===== config.mk =====
export PLATFORM = sky130hd
export DESIGN_NAME = execute
export DESIGN_NICKNAME = d
export VERILOG_FILES = /design/src/common/rv_core_pkg.sv /design/src/logic/execute.sv
export SDC_FILE = /design/constraint.sdc
export NUM_CORES = 1
export LEC_CHECK = 0
export BUFFER_PORTS_ARGS = -buffer_cell sky130_fd_sc_hd__buf_4
export CELL_PAD_IN_SITES_DETAIL_PLACEMENT = 0
export CELL_PAD_IN_SITES_GLOBAL_PLACEMENT = 1
export CORE_AREA = 2 2 208 210
export DETAILED_ROUTE_END_ITERATION = 10
export DIE_AREA = 0 0 210 212
export PLACE_DENSITY_LB_ADDON = 0.25
export SLEW_MARGIN = 20
export SYNTH_ARGS = -nofsm -noshare
export SYNTH_HDL_FRONTEND = slang
export SYNTH_SLANG_ARGS = --single-unit

===== constraint.sdc =====
create_clock -name vclk -period 9.3
set_input_delay 1.395 -clock vclk [all_inputs]
set_output_delay 1.395 -clock vclk [all_outputs]
set_load 0.05 [all_outputs]

===== src/common/rv_core_pkg.sv =====
// shared widths, opcodes and instruction views for the single-cycle rv64 core
// every rtl file refers to these through rv_core_pkg:: scoped names
package rv_core_pkg;

  // datapath and instruction widths
  localparam int xlen           = 64;
  localparam int inst_width     = 32;
  localparam int reg_id_width   = 5;

  // word memory, 4 kB of 32-bit words
  localparam int mem_words      = 1024;
  localparam int mem_addr_width = 10;

  // pc after reset, also the base address of the memory
  localparam logic [xlen-1:0] pc_reset = 64'h0000_0000_8000_0000;

  // major opcodes of the supported subset
  localparam logic [6:0] op_lui    = 7'b0110111;
  localparam logic [6:0] op_auipc  = 7'b0010111;
  localparam logic [6:0] op_op_imm = 7'b0010011;
  localparam logic [6:0] op_op     = 7'b0110011;
  localparam logic [6:0] op_jal    = 7'b1101111;
  localparam logic [6:0] op_store  = 7'b0100011;
  localparam logic [6:0] op_system = 7'b1110011;

  // ebreak is matched on the whole word
  localparam logic [inst_width-1:0] ebreak_word = 32'h0010_0073;

  // field views of the base formats, msb first
  typedef struct packed {
    logic [6:0] funct7;
    logic [4:0] rs2;
    logic [4:0] rs1;
    logic [2:0] funct3;
    logic [4:0] rd;
    logic [6:0] opcode;
  } r_type_t;

  typedef struct packed {
    logic [11:0] imm_11_0;
    logic [4:0]  rs1;
    logic [2:0]  funct3;
    logic [4:0]  rd;
    logic [6:0]  opcode;
  } i_type_t;

  typedef struct packed {
    logic [6:0] imm_11_5;
    logic [4:0] rs2;
    logic [4:0] rs1;
    logic [2:0] funct3;
    logic [4:0] imm_4_0;
    logic [6:0] opcode;
  } s_type_t;

  typedef struct packed {
    logic [19:0] imm_31_12;
    logic [4:0]  rd;
    logic [6:0]  opcode;
  } u_type_t;

  // jal immediate bits are scrambled in the word
  typedef struct packed {
    logic       imm_20;
    logic [9:0] imm_10_1;
    logic       imm_11;
    logic [7:0] imm_19_12;
    logic [4:0] rd;
    logic [6:0] opcode;
  } j_type_t;

  // one instruction word, read through whichever format applies
  typedef union packed {
    r_type_t r;
    i_type_t i;
    s_type_t s;
    u_type_t u;
    j_type_t j;
  } inst_u;

  // decoded control, one instruction's worth
  typedef struct packed {
    logic reg_wen;
    logic need_imm;
    logic pc_operand;   // auipc adds to the pc
    logic zero_operand; // lui adds to zero
    logic is_jal;
    logic mem_wen;
    logic is_ebreak;
    logic is_illegal;
  } ctrl_t;

  // doubleword store toward memory and the top level
  typedef struct packed {
    logic            valid;
    logic [xlen-1:0] addr;
    logic [xlen-1:0] data;
    logic [7:0]      mask;
  } store_req_t;

  // program load port, one word per edge
  typedef struct packed {
    logic                      en;
    logic [mem_addr_width-1:0] index;
    logic [inst_width-1:0]     data;
  } prog_load_t;

endpackage


===== src/logic/execute.sv =====
// operand muxes, the single adder, write-back select, jal target and sd request
// purely combinational, results land at the next edge
`timescale 1ns/1ps

module execute (
  input  rv_core_pkg::ctrl_t                ctrl,
  input  logic                              halted,
  input  logic [rv_core_pkg::xlen-1:0]      current_pc,
  input  logic [rv_core_pkg::xlen-1:0]      imm,
  input  logic [rv_core_pkg::xlen-1:0]      rdata_1,
  input  logic [rv_core_pkg::xlen-1:0]      rdata_2,
  input  logic                              rst_n,
  output logic                              reg_wen,
  output logic [rv_core_pkg::xlen-1:0]      reg_wdata,
  output logic                              jump_taken,
  output logic [rv_core_pkg::xlen-1:0]      jump_target,
  output rv_core_pkg::store_req_t           store_req
);

  logic [rv_core_pkg::xlen-1:0] operand_1;
  logic [rv_core_pkg::xlen-1:0] operand_2;
  logic [rv_core_pkg::xlen-1:0] sum;
  logic                         active;

  // pc for auipc, zero for lui
  assign operand_1 = ctrl.pc_operand   ? current_pc :
                     ctrl.zero_operand ? '0 : rdata_1;
  assign operand_2 = ctrl.need_imm ? imm : rdata_2;

  // addi, add, lui, auipc and the sd address all share this
  assign sum = operand_1 + operand_2;

  // no side effects in reset, after a halt, or on a stopping word
  assign active = rst_n && !halted && !ctrl.is_ebreak && !ctrl.is_illegal;

  assign reg_wen   = ctrl.reg_wen && active;
  // jal links pc + 4
  assign reg_wdata = ctrl.is_jal ? current_pc + 64'd4 : sum;

  assign jump_taken  = ctrl.is_jal;
  assign jump_target = current_pc + imm;

  // sd always writes the full doubleword
  assign store_req.valid = ctrl.mem_wen && active;
  assign store_req.addr  = sum;
  assign store_req.data  = rdata_2;
  assign store_req.mask  = 8'hff;

endmodule


==> metrics <==
outcome complete, no violations; type of the tightest min-delay check primary input to output port; vias in the first global route 13.3k; total of hold buffers inserted after clock tree synthesis 0; initial standard-cell utilization of the core 26.4%; Least-Margin Pin Slew 977 ps; total count of hold-check failures in the final report 0; share of cells above drive strength 1 32.2%; initial antenna violation count 0; number of setup violations in the final report 0; antenna cells 0; number of maximum-capacitance constraint violations 0; wire length of the first global-routing pass just over 80 mm; VDD IR-drop max between 0.08 and 0.09 mV; leak pwr 7.03 nW; vias after detailed routing 13.7k; Max-Slew Margin vs Limit between 30 and 40%; most numerous cell in the Yosys netlist sky130_fd_sc_hd__a21oi_1; top post-synthesis cells by area sky130_fd_sc_hd__ha_1, sky130_fd_sc_hd__xnor2_1, sky130_fd_sc_hd__mux2_2; top-area cell type share of the netlist area between 10 and 15%; largest area contributor in the netlist sky130_fd_sc_hd__ha_1; count of nets left with antenna violations after detail routing 0; highest net fanout along the worst path 66; Chip Width 210 µm; data arrival time of the critical path 6060 ps; net count of the finished layout 2409; syn avg cell area between 6 and 7 µm²; total iterations of the first detailed-routing run 5; # DRC 0; final global-route overflow total 0; CP Class primary input to output port; post-detail-place hpwl 49.7 mm; routability cong. 0.934; Achievable Freq roughly 130 MHz; number of instances in the synthesized netlist about 1.6k; number of clock buffers in the layout 0; area added between synthesis and finish 34.6%; vias per inst 5.35; Final period util 80.2%; sequential share of the synthesized area 0%; start point of the critical path ctrl[5]; fin. max-slew vios 0; port bufs 525; setup repair after global routing missed its margin false; area of the placeable core 42500 µm²; Non-Filler Cell Area, Final 15100 µm²; IO Count 533; row count 76; Critical Path Source Type primary input; total number of sequential cells 0; number of gates resized after CTS 0; final worst hold slack 3050 ps; source of the worst hold timing path rdata_2[12]; pin count of the biggest net entering global routing 67; routed length per instance 22.0 µm; Setup TNS 0 ps; PD cells 146 nW/µm²; Area after DPL 15100 µm²; global routing usage summed across all routing layers 23.8%; type of element capturing the critical path output port; final critical-path required period 7460 ps; leading cell types by count after synthesis sky130_fd_sc_hd__a21oi_1, sky130_fd_sc_hd__nor2_1, sky130_fd_sc_hd__ha_1; total wirelength of the detailed-routed design ~56 mm; die area 44500 µm²; synthesized area 11200 µm²; CP required 7910 ps; sequential cell area 0 µm²; height of the die 212 µm; distinct cell type count after synthesis 88; buffers inserted during post-CTS setup optimization 0; number of violations reported at the end of detailed-routing iteration 0 905; warnings from Yosys 0
final timing paths:
kind	slack, ps	end	depth (start not counted)
hold / removal	3050	store_req[20]	2
setup / recovery	1840	reg_wdata[58]	16
power breakdown:
part	total, mW	leakage [nW]	internal [mW]	switching [mW]
Combinational	2.20	7.03	0.689	1.51
Sequential	0	0	0	0
Clock	0	0	0	0
worst max-delay path, stage by stage:
cell and delay, ps:
sky130_fd_sc_hd__buf_4 330, sky130_fd_sc_hd__nor2_4 730, sky130_fd_sc_hd__buf_4 480, sky130_fd_sc_hd__a22o_1 190
sky130_fd_sc_hd__ha_1 320, sky130_fd_sc_hd__and4_1 300, sky130_fd_sc_hd__nor4b_1 520, sky130_fd_sc_hd__nand3_1 160
sky130_fd_sc_hd__a31oi_1 240, sky130_fd_sc_hd__a211o_1 140, sky130_fd_sc_hd__a211o_1 110, sky130_fd_sc_hd__nand2_1 180
sky130_fd_sc_hd__o21bai_1 220, sky130_fd_sc_hd__xor2_1 270, sky130_fd_sc_hd__mux2_2 210, sky130_fd_sc_hd__buf_4 190
per-stage QoR:
stage | setup slack, ps | utilization, % | total power, mW | cells
final | 1840 | 35.5 | 2.20 | 2558
after floorplan | 1830 | - | 1.49 | 1626
after global placement | 2000 | 35.5 | 2.20 | 2558
after global routing | 1520 | 35.5 | 2.31 | 2558
after CTS | 1900 | 35.5 | 2.20 | 2558
after detailed placement | 1930 | 35.5 | 2.19 | 2558
layer usage:
metal  global-route usage, %  part of all wire, %
met4                    3.15                  1.6
met3                    1.74                  5.4
met5                       0                    0
met2                    42.0                   48
met1                    32.4                   45
cell usage in the layout, fill, tap and decap left out, types with 16 or more instances in the layout:
cell	instances
sky130_fd_sc_hd__o21ai_1	17
sky130_fd_sc_hd__nor2_1	145
sky130_fd_sc_hd__o21a_1	18
sky130_fd_sc_hd__a21o_1	66
sky130_fd_sc_hd__xnor2_1	115
sky130_fd_sc_hd__and3_1	20
sky130_fd_sc_hd__nand3_1	45
sky130_fd_sc_hd__mux2_2	87
sky130_fd_sc_hd__buf_4	533
sky130_fd_sc_hd__nor3_1	30
sky130_fd_sc_hd__ha_1	127
sky130_fd_sc_hd__a31oi_1	16
sky130_fd_sc_hd__a22o_1	61
sky130_fd_sc_hd__a21oi_1	178
sky130_fd_sc_hd__inv_1	45
sky130_fd_sc_hd__o21bai_1	34
sky130_fd_sc_hd__o21ai_0	71
sky130_fd_sc_hd__xor2_1	65
sky130_fd_sc_hd__nand2_1	117
sky130_fd_sc_hd__nand4_1	43
kinds of logic after synthesis:
family / Yosys count / share of synthesized area [%]
fa+ha+maj: 129 / 14.5
mux: 89 / 8.93
xor+xnor: 180 / 14.1
other cells: 1 / 0.0334
simple gates: 481 / 21.5
buf+inv: 193 / 9.08
compound gates: 546 / 31.9
cell type report:
cell class	instances	area [µm²]
fill	4724	27400
inverter	46	173
timing repair buffer	533	4000
multi-input combinational	1433	10200
tap	546	683
(Power assumes the default switching activity.)
