--- config.mk ---
export PLATFORM = sky130hd
export DESIGN_NAME = decoder
export DESIGN_NICKNAME = d
export VERILOG_FILES = /design/src/common/rv_core_pkg.sv /design/src/logic/decoder.sv
export SDC_FILE = /design/constraint.sdc
export NUM_CORES = 1
export LEC_CHECK = 0
export ABC_AREA = 1
export ABC_CLOCK_PERIOD_IN_PS = 2140
export BUFFER_PORTS_ARGS = -buffer_cell sky130_fd_sc_hd__buf_2
export CORE_MARGIN = 1
export CORE_UTILIZATION = 38
export DETAILED_ROUTE_END_ITERATION = 8
export PLACE_DENSITY = 0.92
export RECOVER_POWER = 100
export SYNTH_ARGS = -nofsm -noshare
export SYNTH_HDL_FRONTEND = slang
export SYNTH_SLANG_ARGS = --single-unit
--- constraint.sdc ---
create_clock -name vclk -period 2.14
set_input_delay 0.107 -clock vclk [all_inputs]
set_output_delay 0.107 -clock vclk [all_outputs]
set_load 0.1 [all_outputs]
--- src/common/rv_core_pkg.sv ---
// shared widths, opcodes and instruction views for the single-cycle rv64 core
// every rtl file refers to these through rv_core_pkg:: scoped names
package rv_core_pkg;

  // datapath and instruction widths
  localparam int xlen           = 64;
  localparam int inst_width     = 32;
  localparam int reg_id_width   = 5;

  // word memory, 4 kB of 32-bit words
  localparam int mem_words      = 1024;
  localparam int mem_addr_width = 10;

  // pc after reset, also the base address of the memory
  localparam logic [xlen-1:0] pc_reset = 64'h0000_0000_8000_0000;

  // major opcodes of the supported subset
  localparam logic [6:0] op_lui    = 7'b0110111;
  localparam logic [6:0] op_auipc  = 7'b0010111;
  localparam logic [6:0] op_op_imm = 7'b0010011;
  localparam logic [6:0] op_op     = 7'b0110011;
  localparam logic [6:0] op_jal    = 7'b1101111;
  localparam logic [6:0] op_store  = 7'b0100011;
  localparam logic [6:0] op_system = 7'b1110011;

  // ebreak is matched on the whole word
  localparam logic [inst_width-1:0] ebreak_word = 32'h0010_0073;

  // field views of the base formats, msb first
  typedef struct packed {
    logic [6:0] funct7;
    logic [4:0] rs2;
    logic [4:0] rs1;
    logic [2:0] funct3;
    logic [4:0] rd;
    logic [6:0] opcode;
  } r_type_t;

  typedef struct packed {
    logic [11:0] imm_11_0;
    logic [4:0]  rs1;
    logic [2:0]  funct3;
    logic [4:0]  rd;
    logic [6:0]  opcode;
  } i_type_t;

  typedef struct packed {
    logic [6:0] imm_11_5;
    logic [4:0] rs2;
    logic [4:0] rs1;
    logic [2:0] funct3;
    logic [4:0] imm_4_0;
    logic [6:0] opcode;
  } s_type_t;

  typedef struct packed {
    logic [19:0] imm_31_12;
    logic [4:0]  rd;
    logic [6:0]  opcode;
  } u_type_t;

  // jal immediate bits are scrambled in the word
  typedef struct packed {
    logic       imm_20;
    logic [9:0] imm_10_1;
    logic       imm_11;
    logic [7:0] imm_19_12;
    logic [4:0] rd;
    logic [6:0] opcode;
  } j_type_t;

  // one instruction word, read through whichever format applies
  typedef union packed {
    r_type_t r;
    i_type_t i;
    s_type_t s;
    u_type_t u;
    j_type_t j;
  } inst_u;

  // decoded control, one instruction's worth
  typedef struct packed {
    logic reg_wen;
    logic need_imm;
    logic pc_operand;   // auipc adds to the pc
    logic zero_operand; // lui adds to zero
    logic is_jal;
    logic mem_wen;
    logic is_ebreak;
    logic is_illegal;
  } ctrl_t;

  // doubleword store toward memory and the top level
  typedef struct packed {
    logic            valid;
    logic [xlen-1:0] addr;
    logic [xlen-1:0] data;
    logic [7:0]      mask;
  } store_req_t;

  // program load port, one word per edge
  typedef struct packed {
    logic                      en;
    logic [mem_addr_width-1:0] index;
    logic [inst_width-1:0]     data;
  } prog_load_t;

endpackage

--- src/logic/decoder.sv ---
// combinational decoder for lui, auipc, addi, add, jal, sd and ebreak
// anything else comes out as an illegal instruction
`timescale 1ns/1ps

module decoder (
  input  rv_core_pkg::inst_u                        inst,
  output logic [rv_core_pkg::reg_id_width-1:0]      rd,
  output logic [rv_core_pkg::reg_id_width-1:0]      rs1,
  output logic [rv_core_pkg::reg_id_width-1:0]      rs2,
  output logic [rv_core_pkg::xlen-1:0]              imm,
  output rv_core_pkg::ctrl_t                        ctrl
);

  // sign-extended immediates, one per format
  logic [rv_core_pkg::xlen-1:0] i_imm;
  logic [rv_core_pkg::xlen-1:0] s_imm;
  logic [rv_core_pkg::xlen-1:0] u_imm;
  logic [rv_core_pkg::xlen-1:0] j_imm;

  assign i_imm = {{52{inst.i.imm_11_0[11]}}, inst.i.imm_11_0};
  assign s_imm = {{52{inst.s.imm_11_5[6]}}, inst.s.imm_11_5, inst.s.imm_4_0};
  // u immediate fills bits 31..12, sign from bit 31
  assign u_imm = {{32{inst.u.imm_31_12[19]}}, inst.u.imm_31_12, 12'b0};
  // j immediate, lsb always zero
  assign j_imm = {{43{inst.j.imm_20}}, inst.j.imm_20, inst.j.imm_19_12,
                  inst.j.imm_11, inst.j.imm_10_1, 1'b0};

  // register fields sit at the same spot in every format
  assign rd  = inst.r.rd;
  assign rs1 = inst.r.rs1;
  assign rs2 = inst.r.rs2;

  always_comb begin
    imm  = '0;
    ctrl = '0;
    case (inst.r.opcode)
      rv_core_pkg::op_lui: begin
        // rd = 0 + imm
        ctrl.reg_wen      = 1'b1;
        ctrl.need_imm     = 1'b1;
        ctrl.zero_operand = 1'b1;
        imm               = u_imm;
      end
      rv_core_pkg::op_auipc: begin
        // rd = pc + imm
        ctrl.reg_wen    = 1'b1;
        ctrl.need_imm   = 1'b1;
        ctrl.pc_operand = 1'b1;
        imm             = u_imm;
      end
      rv_core_pkg::op_op_imm: begin
        // only addi
        if (inst.i.funct3 == 3'b000) begin
          ctrl.reg_wen  = 1'b1;
          ctrl.need_imm = 1'b1;
          imm           = i_imm;
        end else begin
          ctrl.is_illegal = 1'b1;
        end
      end
      rv_core_pkg::op_op: begin
        // only add, sub and friends rejected
        if (inst.r.funct3 == 3'b000 && inst.r.funct7 == 7'b0) begin
          ctrl.reg_wen = 1'b1;
        end else begin
          ctrl.is_illegal = 1'b1;
        end
      end
      rv_core_pkg::op_jal: begin
        ctrl.reg_wen = 1'b1;
        ctrl.is_jal  = 1'b1;
        imm          = j_imm;
      end
      rv_core_pkg::op_store: begin
        // sd only
        if (inst.s.funct3 == 3'b011) begin
          ctrl.mem_wen  = 1'b1;
          ctrl.need_imm = 1'b1;
          imm           = s_imm;
        end else begin
          ctrl.is_illegal = 1'b1;
        end
      end
      rv_core_pkg::op_system: begin
        // ecall and csr ops are not supported
        if (inst == rv_core_pkg::ebreak_word) begin
          ctrl.is_ebreak = 1'b1;
        end else begin
          ctrl.is_illegal = 1'b1;
        end
      end
      default: begin
        ctrl.is_illegal = 1'b1;
      end
    endcase
  end

endmodule

==> run metrics <==
Post-DP Area=~0.0020 mm2; max-cap violations=0; Worst Tran Pin Value=1.17 ns; vias in the first global route=about 1300; Synth Warn #=0; final-report hold violation count=0; Starting Density=0.413; Pre-antenna DRT Iters=6; routed via count=around 1600; Routed WL=~4000 um; initial antenna violation count=0; Row Count=19; CP Capture Type=output port; Seq cells=0; Setup Buffers After CTS=0; vias per cell=around 4.7; Syn Area/Cell=a little over 5 um2; count of different cell masters after synthesis=19; # fillers=roughly 280; port bufs=around 120; hold_ws=0.721 ns; global-route wire length before repair=between 6000 and 7000 um; Setup crit start kind=input port; Die ar.=0.00330 mm2; residual DRC count=7; CP peak stage delay=a little under 0.6 ns; Initial DRC Count=79; multi-input logic area=694 um2; crit share post-route=0.896; die height=57.5 um; Finished Layout Cells=334; Slew headroom=0.223; CTS Hold Bufs=0; Layout Nets=approximately 340; Die Width=about 57 um; endpoints failing setup=0; post-cts resize count=0; dpl hpwl=approximately 3400 um; Worst Path Required=2.03 ns; register area=0 um2; Top delay family on crit path=simple AND/OR/NAND/NOR gates; static leakage=1.14 nW; post-route cell area=between 0.0015 and 0.002 mm2; worst vdd ir=~0.11 mV; Buf/Inv on CP=3; Slew Viols, Final=0; ant diodes=0; Remaining Overflow, GRT=0; Detail Route Antenna Nets=0; final core utilization=0.640; # clk buffers=0; Core Footprint=~0.0028 mm2; synthesized net count=263; fraction of layout cells with a size suffix above 1=0.422; cells after synthesis=231; Crit path top cell by count=nand2_1; Max FO, Critical Path=6; Total GRT Usage=0.223; Final Power=around 0.34 mW; area grow syn2layout=55.0%; Worst Setup Path Type=in -> out; ordered list of cells on the worst path=buf_2 -> nand2_1 -> inv_1 -> nand2_1 -> nor2_4 -> nand2_4 -> nand2_2 -> nor2_1 -> nor2_2 -> clkbuf_2; Post-Syn Area=0.00117 mm2; Hold/Removal Path Class=in -> out; failing checks=DRC; placed cell count=334; CP arrival=roughly 1.8 ns; slowest CP cell=nor2_1; wire per inst=roughly 12 um; RSZ-0062 raised after global routing=false; outcome=finished with violations; post-synthesis sequential area ratio=0; # IOs=roughly 120; Period minus WS final=~1.9 ns; max frequency=521 MHz; largest net degree at the start of global routing=24; Placer Congestion=a little over 0.9; power per cell area=190 mW/mm2
==> synth_stat cells, drive strengths merged <==
library cell	number	area share
and3	1	0.0054
a21oi	7	0.030
nand2	73	0.26
o22ai	1	0.011
nand4	5	0.027
buf	50	0.32
nand3	8	0.034
nor3	1	0.0043
o21ai	5	0.021
inv	32	0.10
nor2	48	0.19
==> metrics by stage <==
stage | TNS, ns | worst slack (ns)
2_1_floorplan | -2.11 | -0.500
3_3_place_gp | 0 | 0.340
3_5_place_dp | 0 | 0.283
4_1_cts | 0 | 0.278
5_1_grt | 0 | 0.0871
6_report | 0 | 0.222
==> logic make-up (layout without fill, tap and decap cells) <==
family | after synthesis | count (layout) | synth area share
compound gates | 13 | 13 | 0.0621
buf+inv | 82 | 154 | 0.423
simple gates | 136 | 136 | 0.515
==> power by group <==
group / total, mW / internal [mW] / leakage, nW / switching, mW
Sequential: 0 / 0 / 0 / 0
Clock: 0 / 0 / 0 / 0
Combinational: 0.344 / 0.0642 / 1.14 / 0.279
==> layer usage <==
metal,global-route usage,vias to the layer above,part of all wire
li1,-,795,-
met1,0.283,693,0.40
met2,0.442,68,0.54
met3,0,5,0.060
met4,0,0,0.0043
met5,0,-,0
==> cells in the final DEF (no fill, tap or decap), types with 5 or more instances in the layout <==
cell type	netlist	layout
a21oi_1	7	7
buf_12	0	20
buf_2	2	34
buf_6	1	8
clkbuf_1	0	18
clkbuf_2	0	34
inv_1	27	27
inv_2	5	5
nand2_1	67	66
nand2_2	4	5
nand3_1	8	8
nand4_1	5	5
nor2_1	42	37
nor2_2	1	5
nor2_4	5	6
==> cell type report <==
type | count | share of cell area
inverter | 32 | 0.0663
multi-input combinational | 149 | 0.383
tap | 31 | 0.0214
timing repair buffer | 122 | 0.529
==> worst paths after layout <==
check / startpoint / end / slack [ns] / cells past startpoint
min: inst[28] / imm[8] / 0.72 / 4
max: inst[1] / imm[6] / 0.22 / 10
Note: power is estimated with default switching activity, not from simulation.
