<file path="src/common/rv_core_pkg.sv">
// shared widths, opcodes and instruction views for the single-cycle rv64 core
// every rtl file refers to these through rv_core_pkg:: scoped names
package rv_core_pkg;

  // datapath and instruction widths
  localparam int xlen           = 64;
  localparam int inst_width     = 32;
  localparam int reg_id_width   = 5;

  // word memory, 4 kB of 32-bit words
  localparam int mem_words      = 1024;
  localparam int mem_addr_width = 10;

  // pc after reset, also the base address of the memory
  localparam logic [xlen-1:0] pc_reset = 64'h0000_0000_8000_0000;

  // major opcodes of the supported subset
  localparam logic [6:0] op_lui    = 7'b0110111;
  localparam logic [6:0] op_auipc  = 7'b0010111;
  localparam logic [6:0] op_op_imm = 7'b0010011;
  localparam logic [6:0] op_op     = 7'b0110011;
  localparam logic [6:0] op_jal    = 7'b1101111;
  localparam logic [6:0] op_store  = 7'b0100011;
  localparam logic [6:0] op_system = 7'b1110011;

  // ebreak is matched on the whole word
  localparam logic [inst_width-1:0] ebreak_word = 32'h0010_0073;

  // field views of the base formats, msb first
  typedef struct packed {
    logic [6:0] funct7;
    logic [4:0] rs2;
    logic [4:0] rs1;
    logic [2:0] funct3;
    logic [4:0] rd;
    logic [6:0] opcode;
  } r_type_t;

  typedef struct packed {
    logic [11:0] imm_11_0;
    logic [4:0]  rs1;
    logic [2:0]  funct3;
    logic [4:0]  rd;
    logic [6:0]  opcode;
  } i_type_t;

  typedef struct packed {
    logic [6:0] imm_11_5;
    logic [4:0] rs2;
    logic [4:0] rs1;
    logic [2:0] funct3;
    logic [4:0] imm_4_0;
    logic [6:0] opcode;
  } s_type_t;

  typedef struct packed {
    logic [19:0] imm_31_12;
    logic [4:0]  rd;
    logic [6:0]  opcode;
  } u_type_t;

  // jal immediate bits are scrambled in the word
  typedef struct packed {
    logic       imm_20;
    logic [9:0] imm_10_1;
    logic       imm_11;
    logic [7:0] imm_19_12;
    logic [4:0] rd;
    logic [6:0] opcode;
  } j_type_t;

  // one instruction word, read through whichever format applies
  typedef union packed {
    r_type_t r;
    i_type_t i;
    s_type_t s;
    u_type_t u;
    j_type_t j;
  } inst_u;

  // decoded control, one instruction's worth
  typedef struct packed {
    logic reg_wen;
    logic need_imm;
    logic pc_operand;   // auipc adds to the pc
    logic zero_operand; // lui adds to zero
    logic is_jal;
    logic mem_wen;
    logic is_ebreak;
    logic is_illegal;
  } ctrl_t;

  // doubleword store toward memory and the top level
  typedef struct packed {
    logic            valid;
    logic [xlen-1:0] addr;
    logic [xlen-1:0] data;
    logic [7:0]      mask;
  } store_req_t;

  // program load port, one word per edge
  typedef struct packed {
    logic                      en;
    logic [mem_addr_width-1:0] index;
    logic [inst_width-1:0]     data;
  } prog_load_t;

endpackage

</file>
<file path="src/logic/reg_file.sv">
// 32 x 64-bit integer registers, two async reads, one sync write
// x0 is hardwired to zero
`timescale 1ns/1ps

module reg_file (
  input  logic                                  clk,
  input  logic                                  rst_n,
  input  logic                                  wen,
  input  logic [rv_core_pkg::reg_id_width-1:0]  rd,
  input  logic [rv_core_pkg::xlen-1:0]          wdata,
  input  logic [rv_core_pkg::reg_id_width-1:0]  rs1,
  input  logic [rv_core_pkg::reg_id_width-1:0]  rs2,
  output logic [rv_core_pkg::xlen-1:0]          rdata_1,
  output logic [rv_core_pkg::xlen-1:0]          rdata_2
);

  logic [rv_core_pkg::xlen-1:0] regs [2**rv_core_pkg::reg_id_width];

  // writes to x0 dropped, none during reset
  always_ff @(posedge clk) begin
    if (rst_n && wen && rd != '0) begin
      regs[rd] <= wdata;
    end
  end

  // x0 reads zero whatever the array holds
  assign rdata_1 = (rs1 == '0) ? '0 : regs[rs1];
  assign rdata_2 = (rs2 == '0) ? '0 : regs[rs2];

endmodule

</file>
<file path="config.mk">
export PLATFORM = sky130hd
export DESIGN_NAME = reg_file
export DESIGN_NICKNAME = d
export VERILOG_FILES = /design/src/common/rv_core_pkg.sv /design/src/logic/reg_file.sv
export SDC_FILE = /design/constraint.sdc
export NUM_CORES = 2
export LEC_CHECK = 0
export BUFFER_PORTS_ARGS = -buffer_cell sky130_fd_sc_hd__buf_4
export CAP_MARGIN = 10
export CORE_MARGIN = 4
export CORE_UTILIZATION = 57
export DETAILED_ROUTE_END_ITERATION = 16
export HOLD_SLACK_MARGIN = 0.06
export PLACE_DENSITY_LB_ADDON = 0.1
export SKIP_LAST_GASP = 1
export SLEW_MARGIN = 20
export SYNTH_ARGS = -nofsm -noshare
export SYNTH_HDL_FRONTEND = slang
export SYNTH_SLANG_ARGS = --single-unit
</file>
<file path="constraint.sdc">
create_clock -name clk -period 4.55 [get_ports clk]
set_clock_uncertainty 0.1 [all_clocks]
set_input_delay 0.2275 -clock clk [delete_from_list [all_inputs] [get_ports clk]]
set_output_delay 0.2275 -clock clk [all_outputs]
set_load 0.1 [all_outputs]
</file>
==> flow_summary.ini <==
[outcome]
status = finished, final reports clean

[sta]
worst_pin_slew_ps = 1140
tns_ps = 0
setup_viol = 0
final_max_slew_viol_count = 0
finalCriticalPeriod_ps = 3430
setup_ws_ps = 1120
timing.final.hold_violations = 0
rsz0062_at_grt = false
period_share_pct = 75.4
relSlewSlack_pct = 24.1
max_clock_freq_mhz = 291

[yosys]
synth_compound_area_share_pct = 4.56
yosys.area_share.simple_pct = 1.44
synthCells = 4630
synth_edf_count = 2048
synth_top_family_by_area = multiplexers
synthXorXnorAreaFrac_pct = 0
syn_avg_cell_area_um2 = 20.3
ys.warnings.count = 0
synth_top_area_share_pct = 65.4
synth_ff_type = edfxtp_1
synthMuxAreaShare_pct = 26.7
yosys-top-cells-area = edfxtp_1, mux4_2, mux2i_1
seq_area_frac_synth_pct = 65.4
synthAdderAreaFrac_pct = 0
syn-cell-area_um2 = 94000
yosys_register_bits = 2048
yosysUniqueCellTypes = 45
synthArstFlopShare_pct = 0
yosys.area.top_type = edfxtp_1

[min_path]
hold_path_startpoint = rd[4]
holdPathEnd = regs[2][5]$_DFFE_PP_
min_path_cells = 3
hold_class = input port to register

[clock_tree]
clock_sinks = 2048
numCtsBuffers = 208
cts_tree = yes
ctsResizeCount = 0
cts_setup_buffers = 0
cts-root-buf = clkbuf_16
clockBufferDepth = 3
cts_max_level = 4
clk_pin_slew_ps = 60

[placed_design]
dpl_cell_area_um2 = 99500
dp_hpwl_um = 149000
io_buffer_count = 209
place.gp.congestion = 0.798
pre_cts_ws_ps = 1080

[cells_and_area]
drive_above_1_share_pct = 33.3
final_area_um2 = 107000
top_register = regs
synthToLayoutAreaGrowth_pct = 13.4
top_regs = regs x2048
fin_nets = 5069
final_core_util_pct = 65.3
largest_reg_flops = 2048

[worst_setup_path]
critical_path_required_ps = 4220
slowest_stage = or3b_4
crit_fanout = 58
worstPathArrival_ps = 3100
path_class = input port to output pin
critPathTopFamily = buffers and inverters
critPathCaptureType = output pin
max_stage_delay_ps = 680
worstPathCellList = buf_4 -> or3b_4 -> buf_12 -> o221ai_1 -> a211o_1 -> and3_1 -> buf_4
path_common_cell = buf_4
worst-path-buf-inv = 3
critPathLaunchType = input port

[floorplan]
core_um2 = 163000
die_y_um = 414
row_count = 148
start_util_pct = 57.6
die_area_um2 = 172000
die_w_um = 414
ios = 210

[global_route]
grt_usage_pct = 32.6
antenna_found_initial = 14
grt_overflow = 0
grt_pass1_vias = 54600
grt_pass1_wl_um = 398000
grt_max_degree = 111

[route]
wire_per_inst_um = 38.3
vias = 54200
drc = 0
drtAntennaViolNets = 0
wl_um = 281000
vias_per_cell = 7.38
drt_iter0_drc = 8034
dr.pass1.iters = 5

[power]
peakVddDrop_mv = 0.408
total_leakage_power_nw = 35.1
power_w = 0.0420
p_per_area_nw_per_um2 = 394

[run]
cap_violations = 0
-- where the power goes --
part | total (W) | internal, W | leakage [nW] | switching (W)
combinational | 0.00465 | 0.00161 | 13.4 | 0.00304
sequential | 0.0210 | 0.0209 | 18.5 | 0.0000709
clock | 0.0164 | 0.00919 | 3.14 | 0.00716
total | 0.0420 | 0.0317 | 35.1 | 0.0103
-- how the worst max path moves through the flow --
stage,cells after the start,slack [ps],from,end
3_5_place_dp,7,1080,rs1[0],rdata_1[23]
3_3_place_gp,7,1060,rs1[0],rdata_1[23]
4_1_cts,7,1080,rs1[0],rdata_1[23]
2_1_floorplan,9,40,rs1[0],rdata_1[33]
6_report,7,1120,rs2[3],rdata_2[63]
5_1_grt,7,1000,rs1[0],rdata_1[23]
-- kinds of logic (layout without fill, tap and decap cells) --
kind of cell	Yosys count	in the layout
buffers and inverters	387	853
multiplexers	1412	1412
AO/OA/AOI/OAI	534	534
other	1	71
AND/OR/NAND/NOR	248	248
flip-flops	2048	2048
-- through the flow --
stage,instances,hold WS (ps)
floorplan,4693,226
global placement,6877,532
detailed placement,6877,542
CTS,7334,113
global route,7335,159
finish,7341,175
-- timing repair --
action,CTS,global route
hold buffers,75,0
endpoints found under the hold margin,2082,0
setup endpoints to repair,0,0
-- worst min-delay path, cell delays in order --
cell,delay [ps]
buf_4,130
or3_1,300
nor2_4,230
-- cell usage in the layout (no fill, tap or decap), types with 5 or more instances in the layout --
cell type / netlist / routed
buf_8: 0 / 5
diode_2: 0 / 7
or2_2: 42 / 42
bufinv_16: 0 / 13
clkinv_2: 0 / 33
buf_12: 0 / 73
nand2_1: 42 / 41
and2_1: 9 / 8
and3_1: 57 / 57
a221oi_1: 30 / 30
mux2i_1: 459 / 459
nor2b_1: 9 / 5
a211oi_1: 6 / 6
nor3_1: 8 / 8
o22ai_1: 106 / 106
a211o_1: 97 / 97
mux4_2: 870 / 870
dlygate4sd3_1: 0 / 75
clkbuf_16: 0 / 211
a22oi_1: 21 / 21
o221ai_1: 107 / 107
clkinv_1: 0 / 66
nor2_4: 0 / 32
buf_4: 28 / 311
mux2_2: 83 / 83
a21oi_1: 20 / 20
o31ai_1: 9 / 9
nor2_1: 41 / 9
nand3b_1: 5 / 5
inv_6: 0 / 9
a22o_1: 105 / 105
o211ai_1: 12 / 12
conb_1: 1 / 64
clkbuf_1: 159 / 42
nand3_1: 10 / 10
edfxtp_1: 2048 / 2048
-- Yosys cell counts, drive strengths merged (3+ instances only) --
library cell / instances
o211a: 4
a2111oi: 4
mux4: 870
a221oi: 30
mux2i: 459
or3: 4
o31ai: 9
buf: 223
nand3: 10
o211ai: 12
a22o: 105
and3: 57
a211oi: 6
nand3b: 5
o21ai: 3
nand2b: 6
a221o: 4
nor4: 5
nor2b: 9
edfxtp: 2048
o2111a: 4
inv: 5
and3b: 3
mux2: 83
or3b: 3
and2: 9
a22oi: 21
o221ai: 107
clkbuf: 159
a211o: 97
nor2: 41
nand2: 42
nor3: 8
o22ai: 106
or2: 42
a21oi: 20
-- metal layers --
layer  part of all wire (%)  vias up  track usage (%)
met1                     38    29000             45.8
li1                       -    21000                -
met4                    3.6       10             10.9
met3                     11      592             6.70
met5                  0.024        -                0
met2                     48     3489             51.8
-- final cells by class --
class | count | area, um2
Antenna cell | 7 | 17.5
Clock buffer | 253 | 5440
Clock inverter | 129 | 985
Fill cell | 11000 | 56600
Inverter | 5 | 21.3
Multi-Input combinational cell | 2258 | 31400
Sequential cell | 2048 | 61500
Tap cell | 2175 | 2720
Timing Repair Buffer | 466 | 4640
No activity file was read; power rests on OpenSTA's default activity.
