File: src/common/rv_core_pkg.sv
// shared widths, opcodes and instruction views for the single-cycle rv64 core
// every rtl file refers to these through rv_core_pkg:: scoped names
package rv_core_pkg;

  // datapath and instruction widths
  localparam int xlen           = 64;
  localparam int inst_width     = 32;
  localparam int reg_id_width   = 5;

  // word memory, 4 kB of 32-bit words
  localparam int mem_words      = 1024;
  localparam int mem_addr_width = 10;

  // pc after reset, also the base address of the memory
  localparam logic [xlen-1:0] pc_reset = 64'h0000_0000_8000_0000;

  // major opcodes of the supported subset
  localparam logic [6:0] op_lui    = 7'b0110111;
  localparam logic [6:0] op_auipc  = 7'b0010111;
  localparam logic [6:0] op_op_imm = 7'b0010011;
  localparam logic [6:0] op_op     = 7'b0110011;
  localparam logic [6:0] op_jal    = 7'b1101111;
  localparam logic [6:0] op_store  = 7'b0100011;
  localparam logic [6:0] op_system = 7'b1110011;

  // ebreak is matched on the whole word
  localparam logic [inst_width-1:0] ebreak_word = 32'h0010_0073;

  // field views of the base formats, msb first
  typedef struct packed {
    logic [6:0] funct7;
    logic [4:0] rs2;
    logic [4:0] rs1;
    logic [2:0] funct3;
    logic [4:0] rd;
    logic [6:0] opcode;
  } r_type_t;

  typedef struct packed {
    logic [11:0] imm_11_0;
    logic [4:0]  rs1;
    logic [2:0]  funct3;
    logic [4:0]  rd;
    logic [6:0]  opcode;
  } i_type_t;

  typedef struct packed {
    logic [6:0] imm_11_5;
    logic [4:0] rs2;
    logic [4:0] rs1;
    logic [2:0] funct3;
    logic [4:0] imm_4_0;
    logic [6:0] opcode;
  } s_type_t;

  typedef struct packed {
    logic [19:0] imm_31_12;
    logic [4:0]  rd;
    logic [6:0]  opcode;
  } u_type_t;

  // jal immediate bits are scrambled in the word
  typedef struct packed {
    logic       imm_20;
    logic [9:0] imm_10_1;
    logic       imm_11;
    logic [7:0] imm_19_12;
    logic [4:0] rd;
    logic [6:0] opcode;
  } j_type_t;

  // one instruction word, read through whichever format applies
  typedef union packed {
    r_type_t r;
    i_type_t i;
    s_type_t s;
    u_type_t u;
    j_type_t j;
  } inst_u;

  // decoded control, one instruction's worth
  typedef struct packed {
    logic reg_wen;
    logic need_imm;
    logic pc_operand;   // auipc adds to the pc
    logic zero_operand; // lui adds to zero
    logic is_jal;
    logic mem_wen;
    logic is_ebreak;
    logic is_illegal;
  } ctrl_t;

  // doubleword store toward memory and the top level
  typedef struct packed {
    logic            valid;
    logic [xlen-1:0] addr;
    logic [xlen-1:0] data;
    logic [7:0]      mask;
  } store_req_t;

  // program load port, one word per edge
  typedef struct packed {
    logic                      en;
    logic [mem_addr_width-1:0] index;
    logic [inst_width-1:0]     data;
  } prog_load_t;

endpackage

File: src/logic/fetch.sv
// pc register with next-pc select and the halted / illegal flags
// the pc stops for good on ebreak or an illegal word until reset
`timescale 1ns/1ps

module fetch (
  input  logic                              clk,
  input  logic                              rst_n,
  input  logic                              jump_taken,
  input  logic [rv_core_pkg::xlen-1:0]      jump_target,
  input  rv_core_pkg::ctrl_t                ctrl,
  output logic [rv_core_pkg::xlen-1:0]      current_pc,
  output logic                              halted,
  output logic                              illegal
);

  logic [rv_core_pkg::xlen-1:0] next_pc;

  // jal redirects, everything else falls through
  assign next_pc = jump_taken ? jump_target : current_pc + 64'd4;

  always_ff @(posedge clk) begin
    if (!rst_n) begin
      current_pc <= rv_core_pkg::pc_reset;
      halted     <= 1'b0;
      illegal    <= 1'b0;
    end else if (!halted) begin
      if (ctrl.is_ebreak || ctrl.is_illegal) begin
        // pc stays on the stopping word
        halted  <= 1'b1;
        illegal <= ctrl.is_illegal;
      end else begin
        current_pc <= next_pc;
      end
    end
  end

endmodule

File: config.mk
export PLATFORM = sky130hd
export DESIGN_NAME = fetch
export DESIGN_NICKNAME = d
export VERILOG_FILES = /design/src/common/rv_core_pkg.sv /design/src/logic/fetch.sv
export SDC_FILE = /design/constraint.sdc
export NUM_CORES = 1
export LEC_CHECK = 0
export BUFFER_PORTS_ARGS = -buffer_cell sky130_fd_sc_hd__buf_2
export CORE_MARGIN = 1.5
export CORE_UTILIZATION = 40
export DETAILED_ROUTE_END_ITERATION = 10
export PLACE_DENSITY_LB_ADDON = 0.12
export SYNTH_ARGS = -nofsm -noshare
export SYNTH_HDL_FRONTEND = slang
export SYNTH_SLANG_ARGS = --single-unit
export TNS_END_PERCENT = 50
File: constraint.sdc
create_clock -name clk -period 3.7 [get_ports clk]
set_input_delay 0.555 -clock clk [delete_from_list [all_inputs] [get_ports clk]]
set_output_delay 0.555 -clock clk [all_outputs]
set_load 0.05 [all_outputs]
==> impl_metrics.tcl, run 1 <==
set metrics [dict create \
    status "finished, final reports clean" \
    powerDensity_nw_per_um2 321 \
    path_clk_slew_ns 0.08 \
    dr_total_vias 5259 \
    worstReg2RegStart "current_pc[2]" \
    skew_ns 0.0113 \
    routabilityCongestion 0.938 \
    vias_per_cell 6.05 \
    min_to "current_pc[1]" \
    setup_viol 0 \
    yosys-top-cells-count "73 x nand2_1, 66 x dfxtp_1, 56 x nor2_1" \
    post_drt_wl_per_cell_um 18.1 \
    yosysMostFrequentCell "nand2_1" \
    synth_area_leaders "dfxtp_1 30%, nand2_1 6.2%, a21oi_1 4.8%" \
    numCtsBuffers 9 \
    cts_num_sinks 66 \
    drc 0 \
    wirelength_mm 15.7 \
    coreArea_um2 10800 \
    crit_fanout 7 \
    rsz0062_at_grt "no" \
    postCtsHoldBufs 0 \
    syn_area_um2 4400 \
    grt_pass1_wl_mm 25.1 \
    path_class "reg -> reg" \
    tightest_slew_ns 0.830 \
    ff2ff_setup_slack_ns 0.69 \
    track_usage_pct 27.4 \
    place_hpwl_mm 11.1 \
    start_util_pct 40.8 \
    syn_inst 608 \
    synth_top_area_cell "dfxtp_1" \
    hp-class "in -> reg" \
    cts_resized 0 \
    io_pins 141 \
    num_rows 38 \
    synth_nets 684 \
    min_path_cells 3 \
    cts_htree_levels 3 \
    yosysTopAreaCellShare_pct 30.0 \
    hold_violations 0 \
    drtIter0Drc 375 \
    synth.avg_cell_area_um2 7.24 \
    drive_gt1_share_pct 25.3 \
    grt_pass1_vias 4924 \
    fmax_mhz 332 \
    timing.rr.end "current_pc[60]" \
    total_power_uw 1710 \
    period_minus_slack_ns 3.01 \
    relSlewSlack_pct 44.7 \
    peakVddDrop_mv 0.203 \
    final_nets 798 \
    cts_max_path_buffers 2 \
    power_leakage_uw 0.00213 \
    multi_input_area_um2 2820 \
    r2r_cells 7 \
    synth-async-reset-ratio_pct 0 \
    cts_root_buf "clkbuf_8" \
    period_share_pct 81.3 \
    fp.dieArea_um2 11600 \
    finalSetupTns_ns 0 \
    drtPass1Iterations 5 \
    seq_area_um2 1320 \
    design_area_um2 5330 \
    nFillCells 1122 \
    postPlaceCellArea_um2 5150 \
    maxCapViolCount 0 \
    crit_arrival_ns 3.24 \
    ys_warn_count 0 \
    fp.dieW_um 108 \
    ys_ff_latch 66 \
    cts_tree "built" \
    die_h_um 108 \
    post_cts_buffers 0 \
    antenna_found_initial 2 \
    utilization_pct 49.4 \
    portBuffers 134 \
    ys_seq_area_share_pct 30.0 \
    synth_cell_type_count 68 \
    clkLatencyLatePin_ns 0.36 \
    maxSlewViolCount 0 \
    synth_edf_count 0 \
    drt.antenna.violating_nets 0 \
    cp-end-kind "register" \
    min-delay-start "jump_target[1]" \
    grt-ovfl-total 0 \
    areaGrowthSynthToFinish_pct 21.2 \
    start_kind "register" \
    grt_max_degree 85 \
    worstPathRequired_ns 3.93 \
    synth_flop_cell "dfxtp_1" \
]
layout make-up:
class	count	share of cell area [%]
Clock buffer	13	2.60
Clock inverter	3	0.751
Inverter	15	1.06
Sequential cell	66	24.8
Multi-Input combinational cell	482	52.8
Timing Repair Buffer	148	14.6
Tap cell	140	3.28
Antenna cell	2	0.0938
worst max-delay path: stages (launching register included):
cell and delay [ns]:
dfxtp_1 0.44, ha_1 0.24, nand3_1 0.25, or4_1 0.71
nor4_1 0.74, a31oi_1 0.17, o21ba_2 0.27, o22ai_1 0.06
flip-flops by register name, indices dropped and copies added (netlist names):
name        flops
illegal         1
current_pc     64
halted          1
layout by cell type, fill, tap and decap left out, types with 11 or more instances in the layout:
master,n
buf_2,133
nand2_1,73
dfxtp_1,66
nor2_1,56
a21oi_1,42
nand3_1,36
o21ai_0,34
a31oi_1,24
and3_1,23
nand4_1,19
nor3_1,18
buf_4,15
inv_1,13
a22oi_1,12
o31ai_1,11
metrics by stage:
stage	std cells	hold WS [ns]	worst slack, ns
4_1_cts	867	0.425	0.751
2_1_floorplan	608	0.672	0.953
6_report	869	0.426	0.690
5_1_grt	867	0.428	0.398
3_3_place_gp	851	0.440	0.844
3_5_place_dp	851	0.455	0.785
cell families (layout without fill, tap and decap cells):
logic type	count (synthesis)	count (layout)	share of synthesized area [%]
adder cells (fa/ha/maj)	1	1	0.284
AO/OA/AOI/OAI	183	183	27.9
other	0	2	0
XOR/XNOR	1	1	0.199
flip-flops	66	66	30.0
buffers and inverters	60	179	6.06
AND/OR/NAND/NOR	288	288	33.5
multiplexers	9	9	2.05
where the power goes:
| part | switching, uW | total (uW) | internal [uW] |
|---|---|---|---|
| Sequential | 43.8 | 781 | 737 |
| Clock | 296 | 607 | 311 |
| Combinational | 222 | 324 | 102 |
worst max path at each step:
stage	slack [ns]	end	startpoint	depth (start not counted)
after floorplan	0.95	current_pc[50]	current_pc[2]	7
after global placement	0.84	current_pc[60]	current_pc[2]	7
after detailed placement	0.79	current_pc[60]	current_pc[2]	7
after CTS	0.75	current_pc[60]	current_pc[2]	7
after global routing	0.40	current_pc[50]	current_pc[2]	7
final	0.69	current_pc[60]	current_pc[2]	7
layer usage:
layer | GRT usage, % | part of all wire, %
met1 | 34.7 | 43
met2 | 44.4 | 47
met4 | 11.1 | 2.5
met3 | 6.90 | 8.1
met5 | 0 | 0
Power figures use the tool's default switching activity.
==> run 2, diff against run 1 <==
==> constraint.sdc (replaced) <==
create_clock -name clk -period 2.9 [get_ports clk]
set_input_delay 0.435 -clock clk [delete_from_list [all_inputs] [get_ports clk]]
set_output_delay 0.435 -clock clk [all_outputs]
set_load 0.05 [all_outputs]
==> run 2 against run 1 <==
Total power increased by 44%. Final area grew 3.1%. Critical endpoint unchanged. Highest routed layer unchanged. Die area unchanged. Critical path type unchanged. Sequential share of layout area shrank 0.75 points.
==> impl_metrics.tcl, run 2 (same netlist as run 1, synthesis figures left out) <==
set metrics [dict create \
    fp.dieArea_um2 11600 \
    drtIter0Drc 407 \
    largest_reg_flops 64 \
    wirelength_mm 15.7 \
    worstPathRequired_ns 3.12 \
    post_drt_wl_per_cell_um 17.9 \
    postCtsHoldBufs 0 \
    finalSetupTns_ns 0 \
    cts_tree "built" \
    crit_end "current_pc[60]" \
    path_clk_slew_ns 0.08 \
    final_nets 806 \
    period_minus_slack_ns 2.74 \
    track_usage_pct 27.1 \
    skew_ns 0.0111 \
    die_h_um 108 \
    dr_total_vias 5340 \
    path_class "reg -> reg" \
    peakVddDrop_mv 0.260 \
    hp-class "in -> reg" \
    maxCapViolCount 0 \
    mostFrequentLayoutCell "buf_2" \
    place_hpwl_mm 11.0 \
    r2r_cells 8 \
    period_share_pct 94.5 \
    hold_violations 0 \
    grt_max_degree 83 \
    areaGrowthSynthToFinish_pct 25.0 \
    relSlewSlack_pct 62.2 \
    power_leakage_uw 0.00222 \
    grt-ovfl-total 0 \
    numCtsBuffers 9 \
    maxSlewViolCount 0 \
    drc 0 \
    antenna_cells 0 \
    min-delay-start "jump_target[1]" \
    fp.dieW_um 108 \
    portBuffers 134 \
    fmax_mhz 365 \
    dpl.cell_count 859 \
    cts_root_buf "clkbuf_8" \
    cts_num_sinks 66 \
    cts_htree_levels 3 \
    ff2ff_setup_slack_ns 0.16 \
    final_cell_mix "133 x buf_2, 73 x nand2_1, 66 x dfxtp_1, 56 x nor2_1, 42 x a21oi_1" \
    fin_cells 875 \
    antenna_found_initial 1 \
    post_cts_buffers 0 \
    crit_fanout 6 \
    startpoint "current_pc[3]" \
    cp_slowest_cell "or4_1" \
    start_util_pct 40.8 \
    setup_viol 0 \
    coreArea_um2 10800 \
    cp-end-kind "register" \
    status "finished, final reports clean" \
    drive_gt1_share_pct 26.7 \
    drt.antenna.violating_nets 0 \
    num_rows 38 \
    vias_per_cell 6.10 \
    grt_pass1_wl_mm 24.7 \
    crit_arrival_ns 2.96 \
    cts_max_path_buffers 2 \
    start_kind "register" \
    io_pins 141 \
    path_cells "ha_1 > nand3_1 > or4_1 > nor4_1 > buf_4 > a31oi_1 > o21ba_2 > o22ai_1" \
    powerDensity_nw_per_um2 447 \
    cts_resized 0 \
    worstReg2RegStart "current_pc[3]" \
    regMostFlops "current_pc" \
    top_regs "current_pc x64, halted x1, illegal x1" \
    routabilityCongestion 0.960 \
    drtPass1Iterations 5 \
    clkLatencyLatePin_ns 0.36 \
    grt_pass1_vias 4844 \
    tightest_slew_ns 0.562 \
    timing.rr.end "current_pc[60]" \
    rsz0062_at_grt "no" \
    max_stage_delay_ns 0.67 \
]
## run 2: changes by cell type in the layout (fill, tap and decap cells not counted), sizes merged
cell,previous run,this run
buf,148,156
clkbuf,13,9
clkinvlp,0,1
bufinv,1,4
diode,2,0
## run 2: cell type report
| cell class | count | area (um^2) |
|---|---|---|
| Clock buffer | 9 | 124 |
| Clock inverter | 7 | 141 |
| Fill cell | 1119 | 5290 |
| Inverter | 15 | 56.3 |
| Multi-Input combinational cell | 482 | 2820 |
| Sequential cell | 66 | 1320 |
| Tap cell | 140 | 175 |
| Timing Repair Buffer | 156 | 863 |
## run 2: how the worst min path moves through the flow
stage | cells after the start | endpoint | slack, ns
2_1_floorplan | 2 | current_pc[0] | 0.57
3_3_place_gp | 2 | current_pc[0] | 0.44
3_5_place_dp | 2 | current_pc[1] | 0.45
4_1_cts | 3 | current_pc[1] | 0.30
5_1_grt | 3 | current_pc[1] | 0.31
6_report | 3 | current_pc[1] | 0.32
## run 2: where the power goes
part           switching, uW  internal, uW
registers               53.3           941
clock network            389           658
logic                    286           134
## run 2: layer usage
layer	track usage, %	wire (um)	vias to the layer above
li1	-	-	2543
met1	33.3	6720	2537
met2	45.7	7490	233
met3	6.11	1130	27
met4	10.4	310	0
met5	0	0	-
## run 2: through the flow
stage / utilization [%] / setup WS (ns) / total power [uW] / cell area [um^2] / hold slack (ns)
global route: 51.0 / 0.0424 / 2560 / 5500 / 0.305
floorplan: - / 0.153 / 1290 / 4400 / 0.569
finish: 51.0 / 0.158 / 2460 / 5500 / 0.319
global placement: 48.5 / 0.286 / 1430 / 5240 / 0.440
detailed placement: 48.5 / 0.221 / 1430 / 5240 / 0.455
CTS: 51.0 / 0.192 / 2480 / 5500 / 0.301
## run 2: critical path, delay by kind of cell, from the launching register on
| family | cells | cell delay (ns) |
|---|---|---|
| buf+inv | 1 | 0.21 |
| compound gates | 3 | 0.38 |
| flops | 1 | 0.42 |
| fa+ha+maj | 1 | 0.25 |
| simple gates | 3 | 1.35 |
==> run 3, diff against run 2 <==
--- a/config.mk
+++ b/config.mk
@@ -10,6 +10,7 @@
 export CORE_UTILIZATION = 40
 export DETAILED_ROUTE_END_ITERATION = 10
 export PLACE_DENSITY_LB_ADDON = 0.12
+export REMOVE_ABC_BUFFERS = 1
 export SYNTH_ARGS = -nofsm -noshare
 export SYNTH_HDL_FRONTEND = slang
 export SYNTH_SLANG_ARGS = --single-unit
==> run 3 against run 2 <==
Global-route usage fell by 0.12 points. Hold slack got worse by 0.0048 ns. Total power is 5.5% lower. Worst setup slack improved by 0.15 ns. Via count down 1.9%. First-iteration DRC count fell by 1.5%. Non-clock buffer count rose by 5. Critical path depth unchanged. Critical endpoint is now current_pc[50]. Largest power group is now registers.
==> impl_metrics.tcl, run 3 (same netlist as run 1, synthesis figures left out) <==
set metrics [dict create \
    grt_pass1_wl_mm 24.3 \
    hp-class "in -> reg" \
    numCtsBuffers 9 \
    powerDensity_nw_per_um2 425 \
    vias_per_cell 5.95 \
    r2r_cells 8 \
    mostFrequentLayoutCell "buf_2" \
    maxCapViolCount 0 \
    postCtsHoldBufs 0 \
    path_cells "ha_1 > nand3_1 > or4_1 > nor3_2 > buf_4 > nand4_1 > a2111oi_0 > a211oi_1" \
    cp_slowest_cell "or4_1" \
    drt.antenna.violating_nets 0 \
    die_h_um 108 \
    place_hpwl_mm 11.1 \
    post_cts_buffers 0 \
    drc 0 \
    fp.dieArea_um2 11600 \
    highest_layer "met4" \
    postPlaceCellArea_um2 5250 \
    fp.dieW_um 108 \
    areaGrowthSynthToFinish_pct 24.4 \
    grt_pass1_vias 4705 \
    antenna_found_initial 0 \
    cp-end-kind "register" \
    maxSlewViolCount 0 \
    ff2ff_setup_slack_ns 0.30 \
    min_to "current_pc[1]" \
    period_minus_slack_ns 2.60 \
    skew_ns 0.0143 \
    total_power_uw 2330 \
    start_util_pct 40.8 \
    fmax_mhz 385 \
    track_usage_pct 26.9 \
    cts_max_path_buffers 2 \
    drive_gt1_share_pct 27.2 \
    tightest_slew_ns 0.550 \
    design_area_um2 5480 \
    cts_resized 0 \
    cts_root_buf "clkbuf_8" \
    top_regs "current_pc x64, halted x1, illegal x1" \
    peakVddDrop_mv 0.274 \
    regMostFlops "current_pc" \
    relSlewSlack_pct 63.3 \
    critical-path-top-delay-family "simple AND/OR/NAND/NOR gates" \
    path_clk_slew_ns 0.08 \
    min-delay-start "jump_target[1]" \
    status "finished, final reports clean" \
    setup_viol 0 \
    worstPathRequired_ns 3.13 \
    drtPass1Iterations 5 \
    drtIter0Drc 401 \
    antenna_cells 0 \
    met2WireLength_mm 7.41 \
    timing.rr.end "current_pc[50]" \
    place_ws_ns 0.346 \
    io_pins 141 \
    cts_num_sinks 66 \
    clkLatencyLatePin_ns 0.37 \
    post_drt_wl_per_cell_um 17.7 \
    power_leakage_uw 0.00222 \
    hold_violations 0 \
    rsz0062_at_grt "no" \
    cts_tree "built" \
    grt_max_degree 46 \
    max_stage_delay_ns 0.68 \
    path_class "reg -> reg" \
    portBuffers 134 \
    start_kind "register" \
    worst-path-buf-inv 1 \
    layout_setup_ws_ns 0.304 \
    final_nets 811 \
    coreArea_um2 10800 \
    largest_reg_flops 64 \
    crit_fanout 7 \
    path_depth 8 \
    num_rows 38 \
    dr_total_vias 5237 \
    routabilityCongestion 0.914 \
    wl_met1_mm 6.77 \
    final_cell_mix "133 x buf_2, 73 x nand2_1, 66 x dfxtp_1, 56 x nor2_1, 42 x a21oi_1" \
    utilization_pct 50.7 \
    dr_wl_met3_mm 1.09 \
    min_path_cells 3 \
    wirelength_mm 15.6 \
    crit_arrival_ns 2.83 \
    worstReg2RegStart "current_pc[2]" \
    fin_cells 880 \
    cts_htree_levels 3 \
    period_share_pct 89.5 \
    dpl.cell_count 864 \
    grt-ovfl-total 0 \
]
run 3: changes by cell type in the layout (fill, tap and decap cells not counted), sizes merged:
cell / before / now
clkinv: 3 / 4
bufinv: 4 / 2
clkbuf: 9 / 10
buf: 156 / 161
run 3: cell type report:
type,instances,area [um^2]
fill,1084,5320
multi-input combinational,482,2820
sequential,66,1320
timing repair buffer,161,876
tap,140,175
clock buffer,10,138
clock inverter,6,90.1
inverter,15,56.3
run 3: worst max-delay path by stage:
stage                   from              to
6_report       current_pc[2]  current_pc[50]
5_1_grt        current_pc[2]  current_pc[48]
4_1_cts        current_pc[2]  current_pc[50]
3_5_place_dp   current_pc[2]  current_pc[50]
3_3_place_gp   current_pc[2]  current_pc[50]
2_1_floorplan         halted  current_pc[41]
run 3: worst min-delay path, cell delays in order:
cell     delay, ns
buf_2         0.09
nand2_1       0.05
a21oi_1       0.05
run 3: power breakdown:
group	switching (uW)	internal, uW	total, uW
clock network	403	509	912
registers	53.1	941	994
logic	287	133	420
run 3: metal layers:
metal | vias to the layer above | track usage (%)
met3 | 21 | 4.54
met4 | 0 | 9.96
met2 | 207 | 44.9
met5 | - | 0
li1 | 2550 | -
met1 | 2459 | 34.9
run 3: per-stage QoR:
step	hold slack [ns]	setup TNS (ns)
2_1_floorplan	0.511	-51.91
3_3_place_gp	0.443	0
3_5_place_dp	0.453	0
4_1_cts	0.301	0
5_1_grt	0.325	0
6_report	0.314	0
